$ cat src/rmii_pkg.sv
package rmii_pkg;

    localparam int HEADER_BYTES = 14;

    // Seven preamble bytes then the SFD, newest byte in the top position
    localparam logic [63:0] PREAMBLE_SFD = 64'hd555_5555_5555_5555;

    localparam logic CHECK_DESTINATION = 1'b1; // Drop frames not for the local MAC

    localparam int STAT_WIDTH = 16;

    // Receiver FSM encodings
    localparam logic [1:0] ST_IDLE         = 2'd0;
    localparam logic [1:0] ST_PREAMBLE_SFD = 2'd1;
    localparam logic [1:0] ST_HEADER       = 2'd2;
    localparam logic [1:0] ST_DATA         = 2'd3;

    // Captured Ethernet header, seen as raw bytes or as decoded fields
    typedef union packed {
        logic [0:HEADER_BYTES-1][7:0] bytes; // Byte 0 is the first received
        struct packed {
            logic [47:0] dst_mac;
            logic [47:0] src_mac;
            logic [15:0] ethertype;
        } fields;
    } eth_header_u;

endpackage

$ cat src/rmii_dibit_packer.sv
`timescale 1ns/100ps

module rmii_dibit_packer (
    input  logic       clk_i,
    input  logic       rst_i,
    input  logic       crs_dv_i,
    input  logic [1:0] rxd_i,
    output logic [7:0] byte_o,
    output logic       byte_stb_o,
    output logic       frame_act_o
);

    logic       crs_q;
    logic [1:0] rxd_q;
    logic [1:0] dibit_cnt;

    // Control path
    always_ff @(posedge clk_i) begin
        if (rst_i) begin
            crs_q       <= 1'b0;
            dibit_cnt   <= 2'd0;
            byte_stb_o  <= 1'b0;
            frame_act_o <= 1'b0;
        end else begin
            crs_q       <= crs_dv_i;
            frame_act_o <= crs_q; // Trails the final strobe by one cycle
            byte_stb_o  <= crs_q && (dibit_cnt == 2'd3);
            if (crs_q) begin
                dibit_cnt <= dibit_cnt + 2'd1;
            end else begin
                dibit_cnt <= 2'd0; // Partial group is dropped here
            end
        end
    end

    // Data path
    always_ff @(posedge clk_i) begin
        rxd_q <= rxd_i;
        if (crs_q) begin
            byte_o <= {rxd_q, byte_o[7:2]}; // LS dibit first
        end
    end

endmodule

$ cat src/packet_recv.sv
`timescale 1ns/100ps

module packet_recv
    import rmii_pkg::*;
(
    input  logic        clk_i,
    input  logic        rst_i,
    input  logic [7:0]  byte_i,
    input  logic        byte_stb_i,
    input  logic        frame_act_i,
    input  logic [47:0] local_mac_i,
    output logic [7:0]  m_data_o,
    output logic        m_valid_o,
    output logic        m_last_o,
    output logic        frame_ok_o,
    output logic        frame_drop_o,
    output logic        frame_runt_o
);

    logic [1:0]  state;
    logic [3:0]  hdr_cnt;
    logic [63:0] window;
    logic [63:0] window_next;
    eth_header_u hdr;
    eth_header_u hdr_next;
    logic        pass;
    logic        held_vld;
    logic [7:0]  held_byte;

    assign window_next = {byte_i, window[63:8]};

    always_comb begin
        hdr_next.bytes = {hdr.bytes[1:HEADER_BYTES-1], byte_i};
    end

    always_ff @(posedge clk_i) begin
        if (rst_i) begin
            state        <= ST_IDLE;
            hdr_cnt      <= 4'd0;
            window       <= 64'd0;
            pass         <= 1'b0;
            held_vld     <= 1'b0;
            m_valid_o    <= 1'b0;
            m_last_o     <= 1'b0;
            frame_ok_o   <= 1'b0;
            frame_drop_o <= 1'b0;
            frame_runt_o <= 1'b0;
        end else begin
            m_valid_o    <= 1'b0;
            m_last_o     <= 1'b0;
            frame_ok_o   <= 1'b0;
            frame_drop_o <= 1'b0;
            frame_runt_o <= 1'b0;
            case (state)
                ST_IDLE: begin
                    window   <= 64'd0;
                    hdr_cnt  <= 4'd0;
                    held_vld <= 1'b0;
                    if (frame_act_i) begin
                        state <= ST_PREAMBLE_SFD;
                    end
                end
                ST_PREAMBLE_SFD: begin
                    if (!frame_act_i) begin
                        state <= ST_IDLE; // No SFD seen, nothing to report
                    end else if (byte_stb_i) begin
                        window <= window_next;
                        if (window_next == PREAMBLE_SFD) begin
                            state <= ST_HEADER;
                        end
                    end
                end
                ST_HEADER: begin
                    if (!frame_act_i) begin
                        frame_runt_o <= 1'b1;
                        state        <= ST_IDLE;
                    end else if (byte_stb_i) begin
                        hdr_cnt <= hdr_cnt + 4'd1;
                        if (hdr_cnt == 4'(HEADER_BYTES - 1)) begin
                            // Destination decided once per frame
                            pass  <= !CHECK_DESTINATION ||
                                     (hdr_next.fields.dst_mac == local_mac_i);
                            state <= ST_DATA;
                        end
                    end
                end
                ST_DATA: begin
                    if (!frame_act_i) begin
                        state <= ST_IDLE;
                        if (!held_vld) begin
                            frame_runt_o <= 1'b1; // Header only, no payload
                        end else if (pass) begin
                            m_valid_o  <= 1'b1;
                            m_last_o   <= 1'b1;
                            frame_ok_o <= 1'b1;
                        end else begin
                            frame_drop_o <= 1'b1;
                        end
                    end else if (byte_stb_i) begin
                        held_vld <= 1'b1;
                        if (pass && held_vld) begin
                            m_valid_o <= 1'b1; // Release previous byte
                        end
                    end
                end
                default: begin
                    state <= ST_IDLE;
                end
            endcase
        end
    end

    // Header capture and one-byte hold stage
    always_ff @(posedge clk_i) begin
        if (state == ST_HEADER && byte_stb_i) begin
            hdr <= hdr_next;
        end
        if (state == ST_DATA) begin
            m_data_o <= held_byte; // Qualified by m_valid_o
            if (byte_stb_i) begin
                held_byte <= byte_i;
            end
        end
    end

endmodule

$ cat src/rx_frame_stats.sv
`timescale 1ns/100ps

module rx_frame_stats
    import rmii_pkg::*;
(
    input  logic                  clk_i,
    input  logic                  rst_i,
    input  logic                  frame_ok_i,
    input  logic                  frame_drop_i,
    input  logic                  frame_runt_i,
    output logic [STAT_WIDTH-1:0] ok_count_o,
    output logic [STAT_WIDTH-1:0] drop_count_o,
    output logic [STAT_WIDTH-1:0] runt_count_o
);

    // Holds at all ones once full
    function automatic logic [STAT_WIDTH-1:0] sat_inc(input logic [STAT_WIDTH-1:0] value);
        if (&value) begin
            return value;
        end
        return value + 1'b1;
    endfunction

    always_ff @(posedge clk_i) begin
        if (rst_i) begin
            ok_count_o   <= '0;
            drop_count_o <= '0;
            runt_count_o <= '0;
        end else begin
            if (frame_ok_i) begin
                ok_count_o <= sat_inc(ok_count_o);
            end
            if (frame_drop_i) begin
                drop_count_o <= sat_inc(drop_count_o);
            end
            if (frame_runt_i) begin
                runt_count_o <= sat_inc(runt_count_o);
            end
        end
    end

endmodule

$ cat src/eth_rx_top.sv
`timescale 1ns/100ps

module eth_rx_top
    import rmii_pkg::*;
(
    input  logic                  clk_i,
    input  logic                  rst_i,
    input  logic                  crs_dv_i,
    input  logic [1:0]            rxd_i,
    input  logic [47:0]           local_mac_i,
    output logic [7:0]            m_data_o,
    output logic                  m_valid_o,
    output logic                  m_last_o,
    output logic [STAT_WIDTH-1:0] ok_count_o,
    output logic [STAT_WIDTH-1:0] drop_count_o,
    output logic [STAT_WIDTH-1:0] runt_count_o
);

    logic [7:0] rx_byte;
    logic       rx_byte_stb;
    logic       frame_act;
    logic       frame_ok;
    logic       frame_drop;
    logic       frame_runt;

    rmii_dibit_packer packer_i (
        .clk_i       (clk_i),
        .rst_i       (rst_i),
        .crs_dv_i    (crs_dv_i),
        .rxd_i       (rxd_i),
        .byte_o      (rx_byte),
        .byte_stb_o  (rx_byte_stb),
        .frame_act_o (frame_act)
    );

    packet_recv recv_i (
        .clk_i        (clk_i),
        .rst_i        (rst_i),
        .byte_i       (rx_byte),
        .byte_stb_i   (rx_byte_stb),
        .frame_act_i  (frame_act),
        .local_mac_i  (local_mac_i),
        .m_data_o     (m_data_o),
        .m_valid_o    (m_valid_o),
        .m_last_o     (m_last_o),
        .frame_ok_o   (frame_ok),
        .frame_drop_o (frame_drop),
        .frame_runt_o (frame_runt)
    );

    rx_frame_stats stats_i (
        .clk_i        (clk_i),
        .rst_i        (rst_i),
        .frame_ok_i   (frame_ok),
        .frame_drop_i (frame_drop),
        .frame_runt_i (frame_runt),
        .ok_count_o   (ok_count_o),
        .drop_count_o (drop_count_o),
        .runt_count_o (runt_count_o)
    );

endmodule

$ cat config.mk
export PLATFORM = sky130hd
export DESIGN_NAME = eth_rx_top
export DESIGN_NICKNAME = d
export VERILOG_FILES = /design/src/rmii_pkg.sv /design/src/rmii_dibit_packer.sv /design/src/packet_recv.sv /design/src/rx_frame_stats.sv /design/src/eth_rx_top.sv
export SDC_FILE = /design/constraint.sdc
export NUM_CORES = 1
export LEC_CHECK = 0
export ABC_AREA = 1
export BUFFER_PORTS_ARGS = -buffer_cell sky130_fd_sc_hd__buf_2
export CORE_ASPECT_RATIO = 0.7
export CORE_MARGIN = 5
export CORE_UTILIZATION = 45
export CTS_CLUSTER_DIAMETER = 50
export DETAILED_ROUTE_END_ITERATION = 12
export PLACE_DENSITY = 0.69
export SLEW_MARGIN = 20
export SYNTH_ARGS = -nofsm -noshare
export SYNTH_HDL_FRONTEND = slang
export SYNTH_SLANG_ARGS = --single-unit
export TNS_END_PERCENT = 20
$ cat constraint.sdc
create_clock -name clk_i -period 7.65 [get_ports clk_i]
set_input_delay 1.53 -clock clk_i [delete_from_list [all_inputs] [get_ports clk_i]]
set_output_delay 1.53 -clock clk_i [all_outputs]
set_load 0.05 [all_outputs]
==> results of run 1 <==
[registers in the layout, summed over array words and instances (netlist names), 2 cells and up]
register	count
packer_i.byte_o	8
packer_i.dibit_cnt	2
packer_i.rxd_q	2
recv_i.hdr	104
recv_i.hdr_cnt	4
recv_i.held_byte	8
recv_i.m_data_o	8
recv_i.state	2
recv_i.window	56
stats_i.drop_count_o	16
stats_i.ok_count_o	16
stats_i.runt_count_o	16
[layer usage]
metal / vias to the layer above / track usage / wire [um]
li1: 3996 / - / -
met1: 3512 / 0.2237 / 10100
met2: 173 / 0.2253 / 8697
met3: 27 / 0.02710 / 1197
met4: 0 / 0.03088 / 291
met5: - / 0 / 0
[synthesized netlist by cell type]
master	instances	area [um^2]
o21ai_0	30	150.1
o22ai_1	46	287.8
buf_6	3	33.78
a2111oi_0	1	8.760
buf_2	9	45.04
nand3_1	46	230.2
nand2_1	218	818.3
xnor2_1	17	148.9
a21oi_1	40	200.2
xor2_1	9	78.83
a211oi_1	6	45.04
or2_2	9	56.30
a22oi_1	1	7.510
buf_1	2	7.510
nand4_1	9	56.30
o22ai_2	3	37.54
nand3b_1	3	22.52
edfxtp_1	128	3844
clkbuf_2	1	5.000
nor3_1	29	145.1
nand2_2	3	18.77
nor3b_1	2	15.01
nor2_2	2	12.51
nor3_4	1	16.27
a31oi_1	1	6.260
inv_2	2	7.510
nor3_2	1	10.01
o21ai_1	1	5.000
inv_1	224	840.8
clkbuf_1	15	56.30
buf_4	1	7.510
dfxtp_1	123	2462
nor2_1	190	713.2
ha_1	6	75.07
o31ai_1	1	7.510
[layout make-up]
| class | count | area [um^2] | area share |
|---|---|---|---|
| sequential | 251 | 6306 | 0.5157 |
| inverter | 226 | 848.3 | 0.06937 |
| tap | 312 | 390.4 | 0.03192 |
| multi-input combinational | 675 | 3192 | 0.2610 |
| clock inverter | 21 | 216.5 | 0.01770 |
| timing repair buffer | 114 | 600.6 | 0.04911 |
| clock buffer | 27 | 675.6 | 0.05525 |
[worst paths after layout]
check / start / end / slack, ns / cells after the start
setup / recovery: rst_i / recv_i.frame_runt_o / 4.58 / 5
setup reg to reg: packer_i.byte_stb_o / recv_i.hdr[37] / 5.35 / 3
hold reg to reg: recv_i.hdr[7] / recv_i.hdr[15] / 0.41 / 0
hold / removal: recv_i.hdr[7] / recv_i.hdr[15] / 0.41 / 0
[power groups by stage]
| stage | Clock, mW | Sequential [mW] | Combinational (mW) |
|---|---|---|---|
| after global placement | 0 | 1.47 | 0.220 |
| after floorplan | 0 | 1.48 | 0.145 |
| final | 1.28 | 1.44 | 0.221 |
| after detailed placement | 0 | 1.47 | 0.221 |
| after global routing | 1.36 | 1.44 | 0.247 |
| after CTS | 1.31 | 1.44 | 0.222 |
[worst reg2reg max path: stages (launching register included)]
cell and delay (ns):
dfxtp_1 0.58, inv_1 0.18, nor2_4 0.42, buf_4 0.72
[kinds of logic (layout without fill, tap and decap cells)]
family | after synthesis | after routing | share of synthesized area
buf+inv | 257 | 388 | 0.09573
fa+ha+maj | 6 | 6 | 0.007161
flops | 251 | 251 | 0.6016
xor+xnor | 26 | 26 | 0.02172
simple gates | 513 | 513 | 0.2017
compound gates | 130 | 130 | 0.07209
==> flow_summary.json, run 1 <==
{
  "die-area_um2": 26500,
  "firstDrtPassIters": 5,
  "nets": 1353,
  "portBuffers": 110,
  "clkTransAtPathRegs_ns": 0.06,
  "die_y_um": 137.7,
  "place.gp.congestion": 0.8403,
  "end_kind": "flip-flop",
  "clockRootBuffer": "clkbuf_16",
  "netSwitchingFraction": 0.2444,
  "powerDensity_nw_per_um2": 240.5,
  "syn_area_um2": 10480,
  "drt_iter0_drc": 573,
  "clockBufferDepth": 3,
  "coreArea_um2": 22790,
  "relSlewSlack": 0.3244,
  "whs_ns": 0.4112,
  "finalSetupTns_ns": 0,
  "grt_pass1_vias": 6840,
  "post-route-period-util": 0.4009,
  "finClkSkew_ns": 0.01454,
  "cp.buffers_inverters": 3,
  "worstPathRequired_ns": 8.04,
  "fin_cells": 1626,
  "grt_max_degree": 85,
  "ant_nets": 0,
  "cp_max_fo": 84,
  "drc_errors": 0,
  "syn_avg_cell_area_um2": 8.861,
  "viasPerCell": 4.740,
  "startpoint_type": "input pin",
  "worstPathArrival_ns": 3.46,
  "hpwlAfterDp_um": 14140,
  "postCtsSetupBuffers": 0,
  "outcome": "completed",
  "wirelength_um": 20290,
  "antenna_found_initial": 0,
  "synthCells": 1183,
  "crit_type": "in -> reg",
  "cap_viol_max_count": 0,
  "layout_min_cycle_time_ns": 3.067,
  "hold_class": "reg -> reg",
  "start_util": 0.4599,
  "finalPower_mw": 2.941,
  "ioPinCount": 111,
  "rows": 46,
  "num_vias": 7708,
  "internal-power_mw": 2.223,
  "utilization": 0.5366,
  "hold_viol": 0,
  "p_switching_uw": 718.9,
  "seq_area_frac_synth": 0.6016,
  "fill_cells": 2030,
  "leakage_nw": 4.619,
  "drive_gt1_frac": 0.1370,
  "syn2layout_area_growth_pct": 16.66,
  "grt_first_pass_wirelength_um": 32790,
  "setup_ws_ns": 4.583,
  "fin_area_um2": 12230,
  "die_x_um": 192.4,
  "final_cell_mix": "inv_1 (224), nand2_1 (218), nor2_1 (189)",
  "cp_cell_sequence": "buf_2 > buf_4 > inv_1 > nand3_1 > a21oi_1",
  "cts_sinks": 251,
  "mostFrequentLayoutCell": "inv_1",
  "syn-num-nets": 1242,
  "h-tree-depth": 1,
  "slew_viol_final": 0,
  "wl_per_cell_um": 12.48,
  "numCtsBuffers": 26,
  "clock_latency_ns": 0.52,
  "postCtsHoldBufs": 0,
  "fmax_mhz": 326.1,
  "cpMaxStageDelayCell": "inv_1",
  "worstMarginPinSlew_ns": 1.012,
  "finalSetupViolCount": 0,
  "antenna_cells": 0,
  "clkPwrFrac": 0.435,
  "track_usage": 0.1485,
  "synth.distinct_cells": 35,
  "path_delay_family": "buffers and inverters",
  "post-place-ws_ns": 3.980,
  "placed_area_um2": 11310,
  "cts_resized": 0,
  "ys_ff_latch": 251,
  "dp.cells": 1577,
  "ir_worst_vdd_uv": 167.9,
  "ys_warn_count": 0,
  "seq_power_share": 0.490,
  "max_stage_delay_ns": 0.72,
  "p_comb_frac": 0.075,
  "cts_tree": "yes",
  "overflow": 0,
  "rsz0062_at_grt": "false"
}
Power figures use the tool's default switching activity.
==> run 2, diff against run 1 <==
PLACE_DENSITY = 0.71   (was 0.69)
clock period = 2.64 ns   (was 7.65 ns; I/O delays follow)
==> flow_summary.json, run 2 (same netlist as run 1, synthesis figures left out) <==
{
  "cap_viol_max_count": 0,
  "rows": 46,
  "min-delay-start": "rxd_i[1]",
  "h-tree-depth": 1,
  "min_delay_path_depth": 1,
  "path_delay_family": "simple AND/OR/NAND/NOR gates",
  "grt_pass1_vias": 7122,
  "regMostFlops": "recv_i.hdr",
  "max_stage_delay_ns": 0.41,
  "hold_class": "in -> reg",
  "viasPerCell": 4.727,
  "track_usage": 0.1531,
  "firstDrtPassIters": 5,
  "powerDensity_nw_per_um2": 683.6,
  "postCtsHoldBufs": 0,
  "place.gp.congestion": 0.8978,
  "clockRootBuffer": "clkbuf_16",
  "end_kind": "flip-flop",
  "overflow": 0,
  "largest_register_ffs": 104,
  "syn2layout_area_growth_pct": 16.50,
  "outcome": "completed",
  "worstRegToRegCells": 10,
  "crit_type": "reg -> reg",
  "cp.buffers_inverters": 1,
  "finalSetupTns_ns": 0,
  "portBuffers": 110,
  "dp.cells": 1582,
  "cpMaxStageDelayCell": "dfxtp_1",
  "worstMarginPinSlew_ns": 0.6235,
  "fill_cells": 2062,
  "clkTransAtPathRegs_ns": 0.06,
  "reg2reg_from": "stats_i.ok_count_o[0]",
  "grt_max_degree": 105,
  "hold_viol": 0,
  "cp_cell_sequence": "ha_1 > nand3_1 > nor2_2 > nand3_1 > nand2_2 > inv_2 > nand3_1 > nand2_1 > nand2_1 > nor2_1",
  "ant_nets": 0,
  "cts_sinks": 251,
  "hpwlAfterDp_um": 14100,
  "clock_latency_ns": 0.51,
  "wirelength_um": 20550,
  "mostFrequentLayoutCell": "inv_1",
  "relSlewSlack": 0.5815,
  "clockBufferDepth": 3,
  "coreArea_um2": 22790,
  "die_x_um": 192.4,
  "antenna_found_initial": 0,
  "drt_iter0_drc": 648,
  "fin_cells": 1631,
  "postCtsSetupBuffers": 0,
  "leakage_nw": 4.623,
  "reg2reg_to": "stats_i.ok_count_o[10]",
  "post-route-period-util": 0.7617,
  "reg_top3": "recv_i.hdr x104, recv_i.window x56",
  "nets": 1358,
  "fmax_mhz": 497.3,
  "num_vias": 7709,
  "layout_min_cycle_time_ns": 2.011,
  "cts_resized": 0,
  "finalSetupViolCount": 0,
  "ir_worst_vdd_uv": 542.4,
  "drive_gt1_frac": 0.1395,
  "start_util": 0.4599,
  "worstPathArrival_ns": 2.42,
  "cp_max_fo": 18,
  "ioPinCount": 111,
  "worstPathRequired_ns": 3.05,
  "die-area_um2": 26500,
  "min_to": "packer_i.rxd_q[1]",
  "cts_tree": "yes",
  "cpMostUsedCell": "nand3_1",
  "final_cell_mix": "inv_1 (223), nand2_1 (217), nor2_1 (189)",
  "wl_per_cell_um": 12.60,
  "slew_viol_final": 0,
  "drc_errors": 0,
  "ff2ff_setup_slack_ns": 0.63,
  "rsz0062_at_grt": "false",
  "die_y_um": 137.7,
  "startpoint_type": "flip-flop",
  "grt_first_pass_wirelength_um": 33750,
  "numCtsBuffers": 27,
  "finClkSkew_ns": 0.01016,
  "antenna_cells": 0
}
run 2: cell types whose count changed in the layout (fill, tap and decap cells not counted), sizes merged:
cell / before / now
buf: 114 / 118
clkinvlp: 4 / 2
clkinv: 12 / 8
inv: 228 / 230
bufinv: 3 / 1
clkbuf: 27 / 34
run 2: through the flow:
step	power, mW	utilization	area [um^2]	setup WS, ns	hold slack [ns]
after floorplan	4.744	-	10520	-0.1882	0.3855
after global placement	4.906	0.4995	11380	0.7681	0.4006
after detailed placement	4.910	0.4995	11380	0.7076	0.4045
after CTS	8.447	0.5358	12210	0.6713	0.09398
after global routing	8.693	0.5358	12210	0.4263	0.09993
final	8.347	0.5358	12210	0.6291	0.1202
run 2: final cells by class:
type                    instances  area, um^2  share of cell area
flip-flops and latches        251        6307              0.5165
multi-input cells             675        3199              0.2620
inverters                     226       850.8             0.06967
clock buffers                  34       711.9             0.05830
repair buffers                118       635.6             0.05205
well taps                     312       390.4             0.03197
clock inverters                15       116.4            0.009529
run 2: worst max path at each step:
stage / startpoint / end / slack, ns / cells past startpoint
6_report: stats_i.ok_count_o[0] / stats_i.ok_count_o[10] / 0.63 / 10
3_3_place_gp: stats_i.ok_count_o[0] / stats_i.ok_count_o[10] / 0.77 / 10
5_1_grt: stats_i.ok_count_o[0] / stats_i.ok_count_o[10] / 0.43 / 10
4_1_cts: stats_i.ok_count_o[0] / stats_i.ok_count_o[10] / 0.67 / 10
3_5_place_dp: stats_i.ok_count_o[0] / stats_i.ok_count_o[10] / 0.71 / 10
2_1_floorplan: recv_i.state[1] / recv_i.pass / -0.19 / 9
run 2: layer usage:
metal	vias up	global-route usage	share of wire
li1	4002	-	-
met1	3502	0.2230	0.49
met2	177	0.2401	0.43
met3	28	0.02786	0.060
met4	0	0.03444	0.020
met5	-	0	0
run 2: power breakdown:
group	leakage (nW)	switching (mW)	total, mW	internal [mW]
combinational	2.07	0.498	0.652	0.154
sequential	2.15	0.0612	4.18	4.12
clock	0.405	1.50	3.52	2.02
total	4.62	2.05	8.35	6.29
